File: config.mk
export PLATFORM = sky130hd
export DESIGN_NAME = axi_trace_top
export DESIGN_NICKNAME = d
export VERILOG_FILES = /design/src/axi_trace_pkg.sv /design/src/axi_beat_capture.sv /design/src/trace_serializer.sv /design/src/trace_fifo.sv /design/src/trace_apb_regs.sv /design/src/axi_trace_top.sv
export VERILOG_INCLUDE_DIRS = /design/src
export SDC_FILE = /design/constraint.sdc
export NUM_CORES = 1
export LEC_CHECK = 0
export ABC_CLOCK_PERIOD_IN_PS = 21000
export BUFFER_PORTS_ARGS = -buffer_cell sky130_fd_sc_hd__buf_2
export CORE_MARGIN = 10
export CORE_UTILIZATION = 46
export DETAILED_ROUTE_END_ITERATION = 10
export GPL_TIMING_DRIVEN = 0
export PLACE_DENSITY = 0.66
export SLEW_MARGIN = 30
export SYNTH_ARGS = -nofsm -noshare
export SYNTH_HDL_FRONTEND = slang
export SYNTH_SLANG_ARGS = --single-unit
File: constraint.sdc
create_clock -name clk_i -period 21 [get_ports clk_i]
set_input_delay 4.2 -clock clk_i [delete_from_list [all_inputs] [get_ports clk_i]]
set_output_delay 4.2 -clock clk_i [all_outputs]
set_load 0.02 [all_outputs]
File: src/axi_trace_macros.svh
// *********************************************************************
// AXI trace unit shared sizes
// Widths, trace buffer depth and APB register offsets used by the
// package, the RTL and the testbench
// *********************************************************************

`ifndef AXI_TRACE_MACROS_SVH
`define AXI_TRACE_MACROS_SVH

`define AXI_TRACE_ID_W   4
`define AXI_TRACE_TS_W   16
`define AXI_TRACE_DEPTH  8

// Width of the buffer occupancy count, which must reach DEPTH itself
`define AXI_TRACE_CNT_W  ($clog2(`AXI_TRACE_DEPTH + 1))

`define AXI_TRACE_REG_CTRL    8'h00
`define AXI_TRACE_REG_STATUS  8'h04
`define AXI_TRACE_REG_HDR     8'h08
`define AXI_TRACE_REG_W0      8'h0C
`define AXI_TRACE_REG_W1      8'h10

`endif

File: src/axi_trace_pkg.sv
// *********************************************************************
// AXI trace unit types
// AXI tap and APB structs, channel code and the trace record with its
// two payload views
// *********************************************************************

`include "axi_trace_macros.svh"

package axi_trace_pkg;

  typedef enum logic [2:0] {
    NONE = 3'd0,
    AW   = 3'd1,
    AR   = 3'd2,
    W    = 3'd3,
    B    = 3'd4,
    R    = 3'd5
  } trace_chan_e;

  typedef logic [`AXI_TRACE_ID_W-1:0] axi_id_t;

  // AW and AR carry the same fields
  typedef struct packed {
    axi_id_t     id;
    logic [31:0] addr;
    logic [7:0]  len;
    logic [2:0]  size;
    logic [1:0]  burst;
  } axi_ax_t;

  typedef axi_ax_t axi_aw_t;
  typedef axi_ax_t axi_ar_t;

  typedef struct packed {
    logic [31:0] data;
    logic [3:0]  strb;
    logic        last;
  } axi_w_t;

  typedef struct packed {
    axi_id_t    id;
    logic [1:0] resp;
  } axi_b_t;

  typedef struct packed {
    axi_id_t     id;
    logic [31:0] data;
    logic [1:0]  resp;
    logic        last;
  } axi_r_t;

  typedef struct packed {
    axi_aw_t aw;
    logic    aw_valid;
    axi_ar_t ar;
    logic    ar_valid;
    axi_w_t  w;
    logic    w_valid;
    logic    b_ready;
    logic    r_ready;
  } axi_req_t;

  typedef struct packed {
    axi_b_t b;
    logic   b_valid;
    axi_r_t r;
    logic   r_valid;
    logic   aw_ready;
    logic   ar_ready;
    logic   w_ready;
  } axi_rsp_t;

  // Both payload views are 45 bits wide
  typedef struct packed {
    logic [31:0] addr;
    logic [7:0]  len;
    logic [2:0]  size;
    logic [1:0]  burst;
  } trace_addr_view_t;

  typedef struct packed {
    logic [31:0] data;
    logic [3:0]  strb;
    logic [1:0]  resp;
    logic        last;
    logic [5:0]  pad;
  } trace_data_view_t;

  typedef union packed {
    trace_addr_view_t addr_view;
    trace_data_view_t data_view;
  } trace_payload_u;

  typedef struct packed {
    trace_chan_e                chan;
    axi_id_t                    id;
    logic [`AXI_TRACE_TS_W-1:0] ts;
    trace_payload_u             payload;
  } trace_rec_t;

  typedef struct packed {
    logic [7:0]  paddr;
    logic        psel;
    logic        penable;
    logic        pwrite;
    logic [31:0] pwdata;
  } apb_req_t;

  typedef struct packed {
    logic [31:0] prdata;
    logic        pready;
    logic        pslverr;
  } apb_rsp_t;

endpackage

File: src/axi_beat_capture.sv
// *********************************************************************
// AXI beat capture
// Detects handshakes on the five AXI channels, filters them by mask
// and enable, and registers a timestamped trace record per beat
// *********************************************************************

`timescale 1ns/1ps

`include "axi_trace_macros.svh"

module axi_beat_capture (
  input  logic                            clk_i,
  input  logic                            rst_ni,
  input  axi_trace_pkg::axi_req_t         axi_req_i,
  input  axi_trace_pkg::axi_rsp_t         axi_rsp_i,
  input  logic [4:0]                      chan_mask_i,
  input  logic                            capture_en_i,
  output axi_trace_pkg::trace_rec_t [4:0] beat_rec_o,
  output logic [4:0]                      beat_valid_o
);

  import axi_trace_pkg::*;

  logic [`AXI_TRACE_TS_W-1:0] ts_q;
  logic [4:0]                 hs_raw;
  logic [4:0]                 hs;
  trace_rec_t [4:0]           rec_d;

  function automatic trace_rec_t addr_rec(trace_chan_e chan, axi_ax_t ax,
                                          logic [`AXI_TRACE_TS_W-1:0] ts);
    trace_rec_t rec;
    rec                           = '0;
    rec.chan                      = chan;
    rec.id                        = ax.id;
    rec.ts                        = ts;
    rec.payload.addr_view.addr    = ax.addr;
    rec.payload.addr_view.len     = ax.len;
    rec.payload.addr_view.size    = ax.size;
    rec.payload.addr_view.burst   = ax.burst;
    return rec;
  endfunction

  // Bits follow the CTRL mask order with AW at bit 0 and R at bit 4
  assign hs_raw[0] = axi_req_i.aw_valid & axi_rsp_i.aw_ready;
  assign hs_raw[1] = axi_req_i.ar_valid & axi_rsp_i.ar_ready;
  assign hs_raw[2] = axi_req_i.w_valid  & axi_rsp_i.w_ready;
  assign hs_raw[3] = axi_rsp_i.b_valid  & axi_req_i.b_ready;
  assign hs_raw[4] = axi_rsp_i.r_valid  & axi_req_i.r_ready;

  assign hs = hs_raw & chan_mask_i & {5{capture_en_i}};

  always_comb begin
    rec_d[0] = addr_rec(AW, axi_req_i.aw, ts_q);
    rec_d[1] = addr_rec(AR, axi_req_i.ar, ts_q);

    // W carries no ID on AXI4, so the record ID stays 0
    rec_d[2]                        = '0;
    rec_d[2].chan                   = W;
    rec_d[2].ts                     = ts_q;
    rec_d[2].payload.data_view.data = axi_req_i.w.data;
    rec_d[2].payload.data_view.strb = axi_req_i.w.strb;
    rec_d[2].payload.data_view.last = axi_req_i.w.last;

    rec_d[3]                        = '0;
    rec_d[3].chan                   = B;
    rec_d[3].id                     = axi_rsp_i.b.id;
    rec_d[3].ts                     = ts_q;
    rec_d[3].payload.data_view.resp = axi_rsp_i.b.resp;

    rec_d[4]                        = '0;
    rec_d[4].chan                   = R;
    rec_d[4].id                     = axi_rsp_i.r.id;
    rec_d[4].ts                     = ts_q;
    rec_d[4].payload.data_view.data = axi_rsp_i.r.data;
    rec_d[4].payload.data_view.resp = axi_rsp_i.r.resp;
    rec_d[4].payload.data_view.last = axi_rsp_i.r.last;
  end

  // The free-running cycle counter wraps silently
  always_ff @(posedge clk_i) begin
    if (rst_ni) begin
      ts_q         <= '0;
      beat_valid_o <= '0;
    end else begin
      ts_q         <= ts_q + 1'b1;
      beat_valid_o <= hs;
    end
  end

  always_ff @(posedge clk_i) begin
    for (int i = 0; i < 5; i++) begin
      if (hs[i]) begin
        beat_rec_o[i] <= rec_d[i];
      end
    end
  end

endmodule

File: src/trace_serializer.sv
// *********************************************************************
// Trace serializer
// Holds one pending record per channel and forwards one record per
// cycle to the trace buffer in fixed priority AW, AR, W, B, R
// *********************************************************************

`timescale 1ns/1ps

module trace_serializer (
  input  logic                            clk_i,
  input  logic                            rst_ni,
  input  axi_trace_pkg::trace_rec_t [4:0] beat_rec_i,
  input  logic [4:0]                      beat_valid_i,
  input  logic                            fifo_full_i,
  output logic                            push_o,
  output axi_trace_pkg::trace_rec_t       push_rec_o,
  output logic [2:0]                      drop_o
);

  import axi_trace_pkg::*;

  trace_rec_t [4:0] slot_q;
  logic [4:0]       slot_vld_q;
  logic [4:0]       take;
  logic [4:0]       load;
  logic [4:0]       busy_drop;
  logic             any_vld;

  // Lowest occupied index wins, so scan downwards and keep the last hit
  always_comb begin
    take       = '0;
    push_rec_o = slot_q[0];
    for (int i = 4; i >= 0; i--) begin
      if (slot_vld_q[i]) begin
        take       = '0;
        take[i]    = 1'b1;
        push_rec_o = slot_q[i];
      end
    end
  end

  assign any_vld = |slot_vld_q;

  // The selected slot always leaves; with the buffer full it is lost
  assign push_o = any_vld & ~fifo_full_i;

  // A slot that empties this cycle can take a new beat at once
  assign load      = beat_valid_i & (~slot_vld_q | take);
  assign busy_drop = beat_valid_i & slot_vld_q & ~take;

  always_comb begin
    drop_o = {2'b00, any_vld & fifo_full_i};
    for (int i = 0; i < 5; i++) begin
      drop_o = drop_o + {2'b00, busy_drop[i]};
    end
  end

  always_ff @(posedge clk_i) begin
    if (rst_ni) begin
      slot_vld_q <= '0;
    end else begin
      slot_vld_q <= (slot_vld_q & ~take) | load;
    end
  end

  always_ff @(posedge clk_i) begin
    for (int i = 0; i < 5; i++) begin
      if (load[i]) begin
        slot_q[i] <= beat_rec_i[i];
      end
    end
  end

endmodule

File: src/trace_fifo.sv
// *********************************************************************
// Trace buffer
// Circular buffer of trace records with occupancy count and flags
// *********************************************************************

`timescale 1ns/1ps

`include "axi_trace_macros.svh"

module trace_fifo #(
  parameter int unsigned DEPTH = `AXI_TRACE_DEPTH
) (
  input  logic                         clk_i,
  input  logic                         rst_ni,
  input  logic                         push_i,
  input  axi_trace_pkg::trace_rec_t    push_rec_i,
  input  logic                         pop_i,
  output axi_trace_pkg::trace_rec_t    head_rec_o,
  output logic                         empty_o,
  output logic                         full_o,
  output logic [$clog2(DEPTH+1)-1:0]   count_o
);

  import axi_trace_pkg::*;

  localparam int unsigned PTR_W = $clog2(DEPTH);
  localparam int unsigned CNT_W = $clog2(DEPTH + 1);

  trace_rec_t       mem_q [DEPTH];
  logic [PTR_W-1:0] wr_ptr_q;
  logic [PTR_W-1:0] rd_ptr_q;
  logic             do_push;
  logic             do_pop;

  assign empty_o    = (count_o == '0);
  assign full_o     = (count_o == CNT_W'(DEPTH));
  assign head_rec_o = mem_q[rd_ptr_q];

  assign do_push = push_i & ~full_o;
  assign do_pop  = pop_i & ~empty_o;

  // Pointers wrap naturally since DEPTH is a power of two
  always_ff @(posedge clk_i) begin
    if (rst_ni) begin
      wr_ptr_q <= '0;
      rd_ptr_q <= '0;
      count_o  <= '0;
    end else begin
      if (do_push) begin
        wr_ptr_q <= wr_ptr_q + 1'b1;
      end
      if (do_pop) begin
        rd_ptr_q <= rd_ptr_q + 1'b1;
      end
      case ({do_push, do_pop})
        2'b10:   count_o <= count_o + 1'b1;
        2'b01:   count_o <= count_o - 1'b1;
        default: count_o <= count_o;
      endcase
    end
  end

  always_ff @(posedge clk_i) begin
    if (do_push) begin
      mem_q[wr_ptr_q] <= push_rec_i;
    end
  end

endmodule

File: src/trace_apb_regs.sv
// *********************************************************************
// Trace APB register block
// Zero wait state APB slave holding capture control and the drop
// counter, and presenting the buffer head record for read-out
// *********************************************************************

`timescale 1ns/1ps

`include "axi_trace_macros.svh"

module trace_apb_regs (
  input  logic                         clk_i,
  input  logic                         rst_ni,
  input  axi_trace_pkg::apb_req_t      apb_req_i,
  output axi_trace_pkg::apb_rsp_t      apb_rsp_o,
  input  axi_trace_pkg::trace_rec_t    head_rec_i,
  input  logic                         empty_i,
  input  logic [`AXI_TRACE_CNT_W-1:0]  count_i,
  input  logic [2:0]                   drop_i,
  output logic                         pop_o,
  output logic [4:0]                   chan_mask_o,
  output logic                         capture_en_o
);

  import axi_trace_pkg::*;

  logic        access;
  logic        addr_ok;
  logic        ctrl_wr;
  logic        status_wr;
  logic [7:0]  drop_cnt_q;
  logic [8:0]  drop_sum;
  logic        is_addr_rec;
  logic [31:0] rec_hdr;
  logic [31:0] rec_w0;
  logic [31:0] rec_w1;

  assign access = apb_req_i.psel & apb_req_i.penable;

  always_comb begin
    case (apb_req_i.paddr)
      `AXI_TRACE_REG_CTRL,
      `AXI_TRACE_REG_STATUS,
      `AXI_TRACE_REG_HDR,
      `AXI_TRACE_REG_W0,
      `AXI_TRACE_REG_W1: addr_ok = 1'b1;
      default:           addr_ok = 1'b0;
    endcase
  end

  assign ctrl_wr   = access & apb_req_i.pwrite & (apb_req_i.paddr == `AXI_TRACE_REG_CTRL);
  assign status_wr = access & apb_req_i.pwrite & (apb_req_i.paddr == `AXI_TRACE_REG_STATUS);

  // Reading the last record word consumes the head
  assign pop_o = access & ~apb_req_i.pwrite & ~empty_i &
                 (apb_req_i.paddr == `AXI_TRACE_REG_W1);

  always_ff @(posedge clk_i) begin
    if (rst_ni) begin
      chan_mask_o  <= '0;
      capture_en_o <= 1'b0;
    end else if (ctrl_wr) begin
      chan_mask_o  <= apb_req_i.pwdata[4:0];
      capture_en_o <= apb_req_i.pwdata[8];
    end
  end

  // Saturating drop counter; a STATUS write clears it
  assign drop_sum = {1'b0, drop_cnt_q} + {6'b0, drop_i};

  always_ff @(posedge clk_i) begin
    if (rst_ni) begin
      drop_cnt_q <= '0;
    end else if (status_wr) begin
      drop_cnt_q <= '0;
    end else if (drop_sum[8]) begin
      drop_cnt_q <= 8'hFF;
    end else begin
      drop_cnt_q <= drop_sum[7:0];
    end
  end

  // Split the head record into the three read words
  always_comb begin
    is_addr_rec = (head_rec_i.chan == AW) || (head_rec_i.chan == AR);
    rec_hdr     = '0;
    rec_w0      = '0;
    rec_w1      = '0;
    if (!empty_i) begin
      rec_hdr[2:0]   = head_rec_i.chan;
      rec_hdr[7:4]   = head_rec_i.id;
      rec_hdr[31:16] = head_rec_i.ts;
      if (is_addr_rec) begin
        rec_w0         = head_rec_i.payload.addr_view.addr;
        rec_w1[7:0]    = head_rec_i.payload.addr_view.len;
        rec_w1[10:8]   = head_rec_i.payload.addr_view.size;
        rec_w1[13:12]  = head_rec_i.payload.addr_view.burst;
      end else begin
        rec_w0         = head_rec_i.payload.data_view.data;
        rec_w1[3:0]    = head_rec_i.payload.data_view.strb;
        rec_w1[5:4]    = head_rec_i.payload.data_view.resp;
        rec_w1[8]      = head_rec_i.payload.data_view.last;
      end
    end
  end

  always_comb begin
    case (apb_req_i.paddr)
      `AXI_TRACE_REG_CTRL:   apb_rsp_o.prdata = {23'b0, capture_en_o, 3'b0, chan_mask_o};
      `AXI_TRACE_REG_STATUS: apb_rsp_o.prdata = {8'h00, drop_cnt_q, 8'h00, 8'(count_i)};
      `AXI_TRACE_REG_HDR:    apb_rsp_o.prdata = rec_hdr;
      `AXI_TRACE_REG_W0:     apb_rsp_o.prdata = rec_w0;
      `AXI_TRACE_REG_W1:     apb_rsp_o.prdata = rec_w1;
      default:               apb_rsp_o.prdata = '0;
    endcase
  end

  assign apb_rsp_o.pready  = 1'b1;
  assign apb_rsp_o.pslverr = access & ~addr_ok;

endmodule

File: src/axi_trace_top.sv
// *********************************************************************
// AXI trace unit
// Passive AXI4 tap feeding capture, serializer and trace buffer, with
// APB access to control, status and the recorded beats
// *********************************************************************

`timescale 1ns/1ps

`include "axi_trace_macros.svh"

module axi_trace_top (
  input  logic                    clk_i,
  input  logic                    rst_ni,
  input  axi_trace_pkg::axi_req_t axi_req_i,
  input  axi_trace_pkg::axi_rsp_t axi_rsp_i,
  input  axi_trace_pkg::apb_req_t apb_req_i,
  output axi_trace_pkg::apb_rsp_t apb_rsp_o
);

  import axi_trace_pkg::*;

  trace_rec_t [4:0]            beat_rec;
  logic [4:0]                  beat_valid;
  logic [4:0]                  chan_mask;
  logic                        capture_en;
  logic                        push;
  trace_rec_t                  push_rec;
  logic [2:0]                  drop;
  trace_rec_t                  head_rec;
  logic                        fifo_empty;
  logic                        fifo_full;
  logic [`AXI_TRACE_CNT_W-1:0] count;
  logic                        pop;

  axi_beat_capture i_axi_beat_capture (
    .clk_i        ( clk_i      ),
    .rst_ni       ( rst_ni     ),
    .axi_req_i    ( axi_req_i  ),
    .axi_rsp_i    ( axi_rsp_i  ),
    .chan_mask_i  ( chan_mask  ),
    .capture_en_i ( capture_en ),
    .beat_rec_o   ( beat_rec   ),
    .beat_valid_o ( beat_valid )
  );

  trace_serializer i_trace_serializer (
    .clk_i        ( clk_i      ),
    .rst_ni       ( rst_ni     ),
    .beat_rec_i   ( beat_rec   ),
    .beat_valid_i ( beat_valid ),
    .fifo_full_i  ( fifo_full  ),
    .push_o       ( push       ),
    .push_rec_o   ( push_rec   ),
    .drop_o       ( drop       )
  );

  trace_fifo #(
    .DEPTH ( `AXI_TRACE_DEPTH )
  ) i_trace_fifo (
    .clk_i      ( clk_i      ),
    .rst_ni     ( rst_ni     ),
    .push_i     ( push       ),
    .push_rec_i ( push_rec   ),
    .pop_i      ( pop        ),
    .head_rec_o ( head_rec   ),
    .empty_o    ( fifo_empty ),
    .full_o     ( fifo_full  ),
    .count_o    ( count      )
  );

  trace_apb_regs i_trace_apb_regs (
    .clk_i        ( clk_i      ),
    .rst_ni       ( rst_ni     ),
    .apb_req_i    ( apb_req_i  ),
    .apb_rsp_o    ( apb_rsp_o  ),
    .head_rec_i   ( head_rec   ),
    .empty_i      ( fifo_empty ),
    .count_i      ( count      ),
    .drop_i       ( drop       ),
    .pop_o        ( pop        ),
    .chan_mask_o  ( chan_mask  ),
    .capture_en_o ( capture_en )
  );

endmodule

### Word-level counts from Yosys, hierarchy flattened

Memory sizes are Yosys's and may differ from the RTL's. A register that Yosys moved wholly into a read port is not among the register bits.
Index checks and enable logic that the tools add are counted.

* logic and storage cells: 125
* input bits: 235
* RAM bits: 544
* flip-flop bits (word level): 570
* output and inout port bits: 34
* memories kept: 1

Memory list
* i_trace_fifo.mem_q: words 8, bits a word 68, rd ports 1, clocked after Yosys merged registers in 1, wr ports 1, RTL line trace_fifo.sv:29 `trace_rec_t mem_q [DEPTH];`

* equal/unequal tests: 9
* multiplexer cells: 29
* bitwise operators: 31
* $add $sub $neg: 11
* reduce and logical (&&, ||, !) cells: 7

Operator list (count)
* 68-bit two-way mux: 5
* 32-bit case mux with 5 select lines: 1
* 32-bit two-way mux: 1
* 5-bit AND: 6
* 5-bit two-way mux: 5
* 1-bit AND: 17
* 16-bit by 1-bit adder with 16-bit output (second input constant): 1
* 8-bit by 4-bit equality test with 1-bit output (second input constant): 2
* 16-bit two-way mux: 1
* 3-bit by 1-bit adder with 3-bit output: 4
* 11-bit two-way mux: 1
* 5-bit NOT: 2
* 5-bit OR: 2
* 5-bit OR reduction: 2
* 8-bit by 3-bit adder with 9-bit output: 1
* 3-bit two-way mux: 3
* 8-bit by 3-bit equality test with 1-bit output (second input constant): 1
* 8-bit by 5-bit equality test with 1-bit output (second input constant): 1
* 8-bit zero test: 1
* 2-bit two-way mux: 4
* 8-bit two-way mux: 1
* 4-bit case mux with 2 select lines: 1
* 3-bit by 1-bit adder with 3-bit output (second input constant): 2
* 6-bit two-way mux: 1
* 15 further kinds: 21

### Logic depth before layout (Yosys ltp)

* depth after elaboration: 14
* depth in mapped cells: 17
* mapped depth without buffers: 15

### Hierarchy

From an unflattened synthesis, not the netlist that was laid out.

* cell total of the unflattened synthesis: 2336
* area, all modules: 46315.7 µm²

By module, submodules not included
* trace_fifo: times used 1, seq. area each 16595.9 µm², area an instance 21172.8 µm², cells an instance 861
* trace_serializer: times used 1, seq. area each 10309.9 µm², area an instance 14338.8 µm², cells an instance 849
* axi_beat_capture: times used 1, seq. area each 8227.9 µm², area an instance 9292.7 µm², cells an instance 437
* trace_apb_regs: times used 1, seq. area each 280.3 µm², area an instance 1511.4 µm², cells an instance 189

### Worst setup path before layout

OpenSTA, ideal clock, no wires.

* path type: input to output
* start point: input port apb_req_i[35] (netlist bit)
* end point: output port apb_rsp_o[11] (netlist bit)
* stages: 5
* data arrival time: 6100 ps
* slack: 10700 ps
* required time: 16800 ps
* buffers on the path: 1
* cells stage by stage: or4_4 > buf_6 > nor4_1 > nand3_1 > o22ai_1

RTL lines
* start, declared: RTL line axi_trace_top.sv:16 `input axi_trace_pkg::apb_req_t apb_req_i,`
* end, declared: RTL line axi_trace_top.sv:17 `output axi_trace_pkg::apb_rsp_t apb_rsp_o`

==> results.py <==
metrics = {
    "run": {
        "max_cap_viol_count": 0,
    },
    "critical_path": {
        "slowest_delay_ns": 0.58,
        "cp-end-kind": "output pin",
        "cp_max_fo": 10,
        "worstSetupPathType": "in2out",
        "timing.critical_path.mode_cell": "buf_2",
        "cpMaxStageDelayCell": "or4_4",
        "worstPathCellList": "buf_2 > or4_4 > buf_6 > nor3_1 > nand3_1 > clkbuf_1 > o22a_1 > nor2_1 > buf_2",
        "cp.arrival_ns": 6.90,
        "crit_required_ns": 16.80,
        "cp-start-kind": "primary input",
    },
    "cts": {
        "ctsHtreeMaxLevel": 3,
        "post-cts-setup-buffers": 0,
        "cts_tree": "built",
        "cts.sink_count": 1117,
        "numCtsBuffers": 105,
        "clk_pin_slew_worst_paths_ns": 0.06,
        "cts_buffer_depth": 3,
        "ctsHoldBuffers": 0,
        "cts-resized-gates": 0,
        "insertion_delay_ns": 0.69,
        "root_buffer": "clkbuf_16",
    },
    "timing": {
        "tightest_slew_ns": 1.07,
        "min_period_ns": 11.10,
        "finClkSkew_ns": 0.0378,
        "fin_crit_sh": 0.528,
        "slew_headroom": 0.284,
        "rsz0062_at_grt": "false",
        "finalSetupTns_ns": 0,
        "max_freq_mhz": 90.1,
        "whs_ns": 0.414,
        "finalHoldViolCount": 0,
        "finalMaxSlewViolations": 0,
        "setup_viol": 0,
    },
    "logic_synthesis": {
        "yosys_warnings": 0,
        "avgSynthCellArea_sq_um": 19.7,
        "synthSimpleGateAreaFrac": 0.0371,
        "synth_top_family_by_area": "multiplexers",
        "synth_fa_ha_area_frac": 0.00545,
        "ys_ff_latch": 1117,
        "synthDominantCellAreaShare": 0.773,
        "ys_async_sr_fraction": 0,
        "syn_inst": 2097,
        "synth_area_sq_mm": 0.0413,
        "yosys.cell_types.count": 60,
        "synth_compound_area_frac": 0.0447,
        "synthMuxAreaShare": 0.0942,
        "seq_area_frac_synth": 0.798,
        "synth-edff-count": 1064,
        "synth_xor_area_frac": 0.00527,
        "synth_flop_cell": "edfxtp_1",
        "synth_top_cells_by_area": "edfxtp_1, mux4_2, dfxtp_1",
        "synth_top_cell_by_area": "edfxtp_1",
        "synth.net_count": 2347,
    },
    "detailed_routing": {
        "drc": 0,
        "antenna_left": 0,
        "drt-vias-per-instance": 5.68,
        "drtPass1Iterations": 8,
        "via_count": 21600,
        "drtIter0Drc": 2168,
        "detail_route.wl_per_cell_um": 27.2,
        "postRouteWirelength_um": 103000,
    },
    "power": {
        "p_leak_nw": 16.0,
        "ir_drop_mv": 0.0687,
        "p_comb_frac": 0.007,
        "swShare": 0.191,
        "total_power_mw": 4.34,
        "power.share.clock": 0.438,
        "p_int_mw": 3.51,
        "power_frac_seq": 0.555,
        "power_per_cell_area_mw_per_mm2": 88.7,
        "switchingPower_uw": 828,
    },
    "placement": {
        "io_buffers": 238,
        "placed_area_sq_mm": 0.0454,
        "place_congestion": 0.834,
        "post-dp-hpwl_um": 74100,
    },
    "floorplanning": {
        "core_area_sq_mm": 0.0888,
        "die_w_um": 320,
        "rows": 109,
        "floorplan.initialDensity": 0.466,
        "die_h_um": 320,
        "die_area_sq_mm": 0.102,
        "pin_count": 269,
    },
    "global_routing": {
        "grt_use_total": 0.199,
        "grt_pass1_vias": 22800,
        "grt_max_degree": 40,
        "overflow": 0,
        "antenna_found_initial": 6,
        "grt_pass1_wl_um": 150000,
    },
    "final_layout": {
        "layout_commonest_cell": "edfxtp_1",
        "area_growth_pct": 18.3,
        "drive_gt1_frac": 0.271,
        "final_cell_area_sq_mm": 0.0489,
        "layout_common_cells": "edfxtp_1, buf_2, mux4_2, clkbuf_16, clkbuf_1",
        "final_util": 0.551,
        "nets": 2793,
    },
    "run_status": {
        "outcome": "completed",
    },
    "hold_path": {
        "hold_path_class": "reg2reg",
    },
}
## cells by family after synthesis
group | Yosys count
simple gates | 301
mux | 216
fa+ha+maj | 15
xor+xnor | 24
compound gates | 276
other cells | 2
flops | 1117
buf+inv | 146
## cells in the mapped netlist (all sizes together), types with 36 or more instances
cell type / n
nor3: 46
inv: 37
nor2: 68
a221oi: 36
dfxtp: 53
clkbuf: 66
o21ai: 63
nand2: 68
nor2b: 61
a21oi: 71
buf: 43
mux4: 136
edfxtp: 1064
mux2i: 67
## power by group through the flow
stage / Sequential (mW) / Combinational, mW / Clock (mW)
after floorplan: 2.46 / 0.00569 / 0
after global placement: 2.46 / 0.0294 / 0
after detailed placement: 2.46 / 0.0303 / 0
after CTS: 2.41 / 0.0304 / 1.93
after global routing: 2.41 / 0.0329 / 2.02
final: 2.41 / 0.0304 / 1.90
## metal layers
metal	vias to the layer above	GRT usage	part of all wire
met1	11100	0.248	0.38
met2	909	0.351	0.52
li1	9390	-	-
met4	2	0.0569	0.023
met3	162	0.0385	0.080
met5	-	0	0.00013
## worst max-delay path: cells and delay by family
family	cells	cell delay, ns
and+or+nand+nor	4	1.45
buffers and inverters	4	0.94
AOI/OAI and AO/OA	1	0.30
## sequential cells by signal (all words and copies together) (netlist names), 4 cells and up, named ones only
register and count:
i_trace_fifo.mem_q 544, i_axi_beat_capture.beat_rec_o 260, i_trace_serializer.slot_q 260, i_axi_beat_capture.ts_q 16, i_trace_apb_regs.drop_cnt_q 8, i_axi_beat_capture.beat_valid_o 5, i_trace_apb_regs.chan_mask_o 5, i_trace_serializer.slot_vld_q 5
i_trace_fifo.count_o 4
## area by class of cell
| cell class | count | area (sq um) |
|---|---|---|
| clock inverters | 64 | 682 |
| repair buffers | 339 | 2470 |
| plain buffers | 109 | 465 |
| inverters | 37 | 139 |
| flip-flops and latches | 1117 | 33000 |
| well taps | 1165 | 1460 |
| multi-input cells | 834 | 7870 |
| clock buffers | 133 | 2810 |
| fillers | 6668 | 39900 |
| diodes | 5 | 12.5 |
## final timing paths
path	end	slack [ns]	from	cells past startpoint
worst max-delay path	apb_rsp_o[29]	9.90	apb_req_i[35]	9
worst min-delay path	i_trace_serializer.slot_q[37]$_DFFE_PP_	0.41	i_axi_beat_capture.beat_rec_o[37]$_DFFE_PP_	0
worst max register to register	i_trace_apb_regs.drop_cnt_q[7]$_SDFF_PP0_	15.65	i_trace_serializer.slot_vld_q[1]$_SDFF_PP0_	15
worst min register to register	i_trace_serializer.slot_q[37]$_DFFE_PP_	0.41	i_axi_beat_capture.beat_rec_o[37]$_DFFE_PP_	0
## metrics by stage
stage / std cells / setup WS [ns]
final: 3803 / 9.90
after global placement: 3500 / 5.14
after CTS: 3798 / 9.89
after global routing: 3798 / 9.82
after detailed placement: 3601 / 9.88
after floorplan: 2097 / 10.70
No activity file was read; power rests on OpenSTA's default activity.
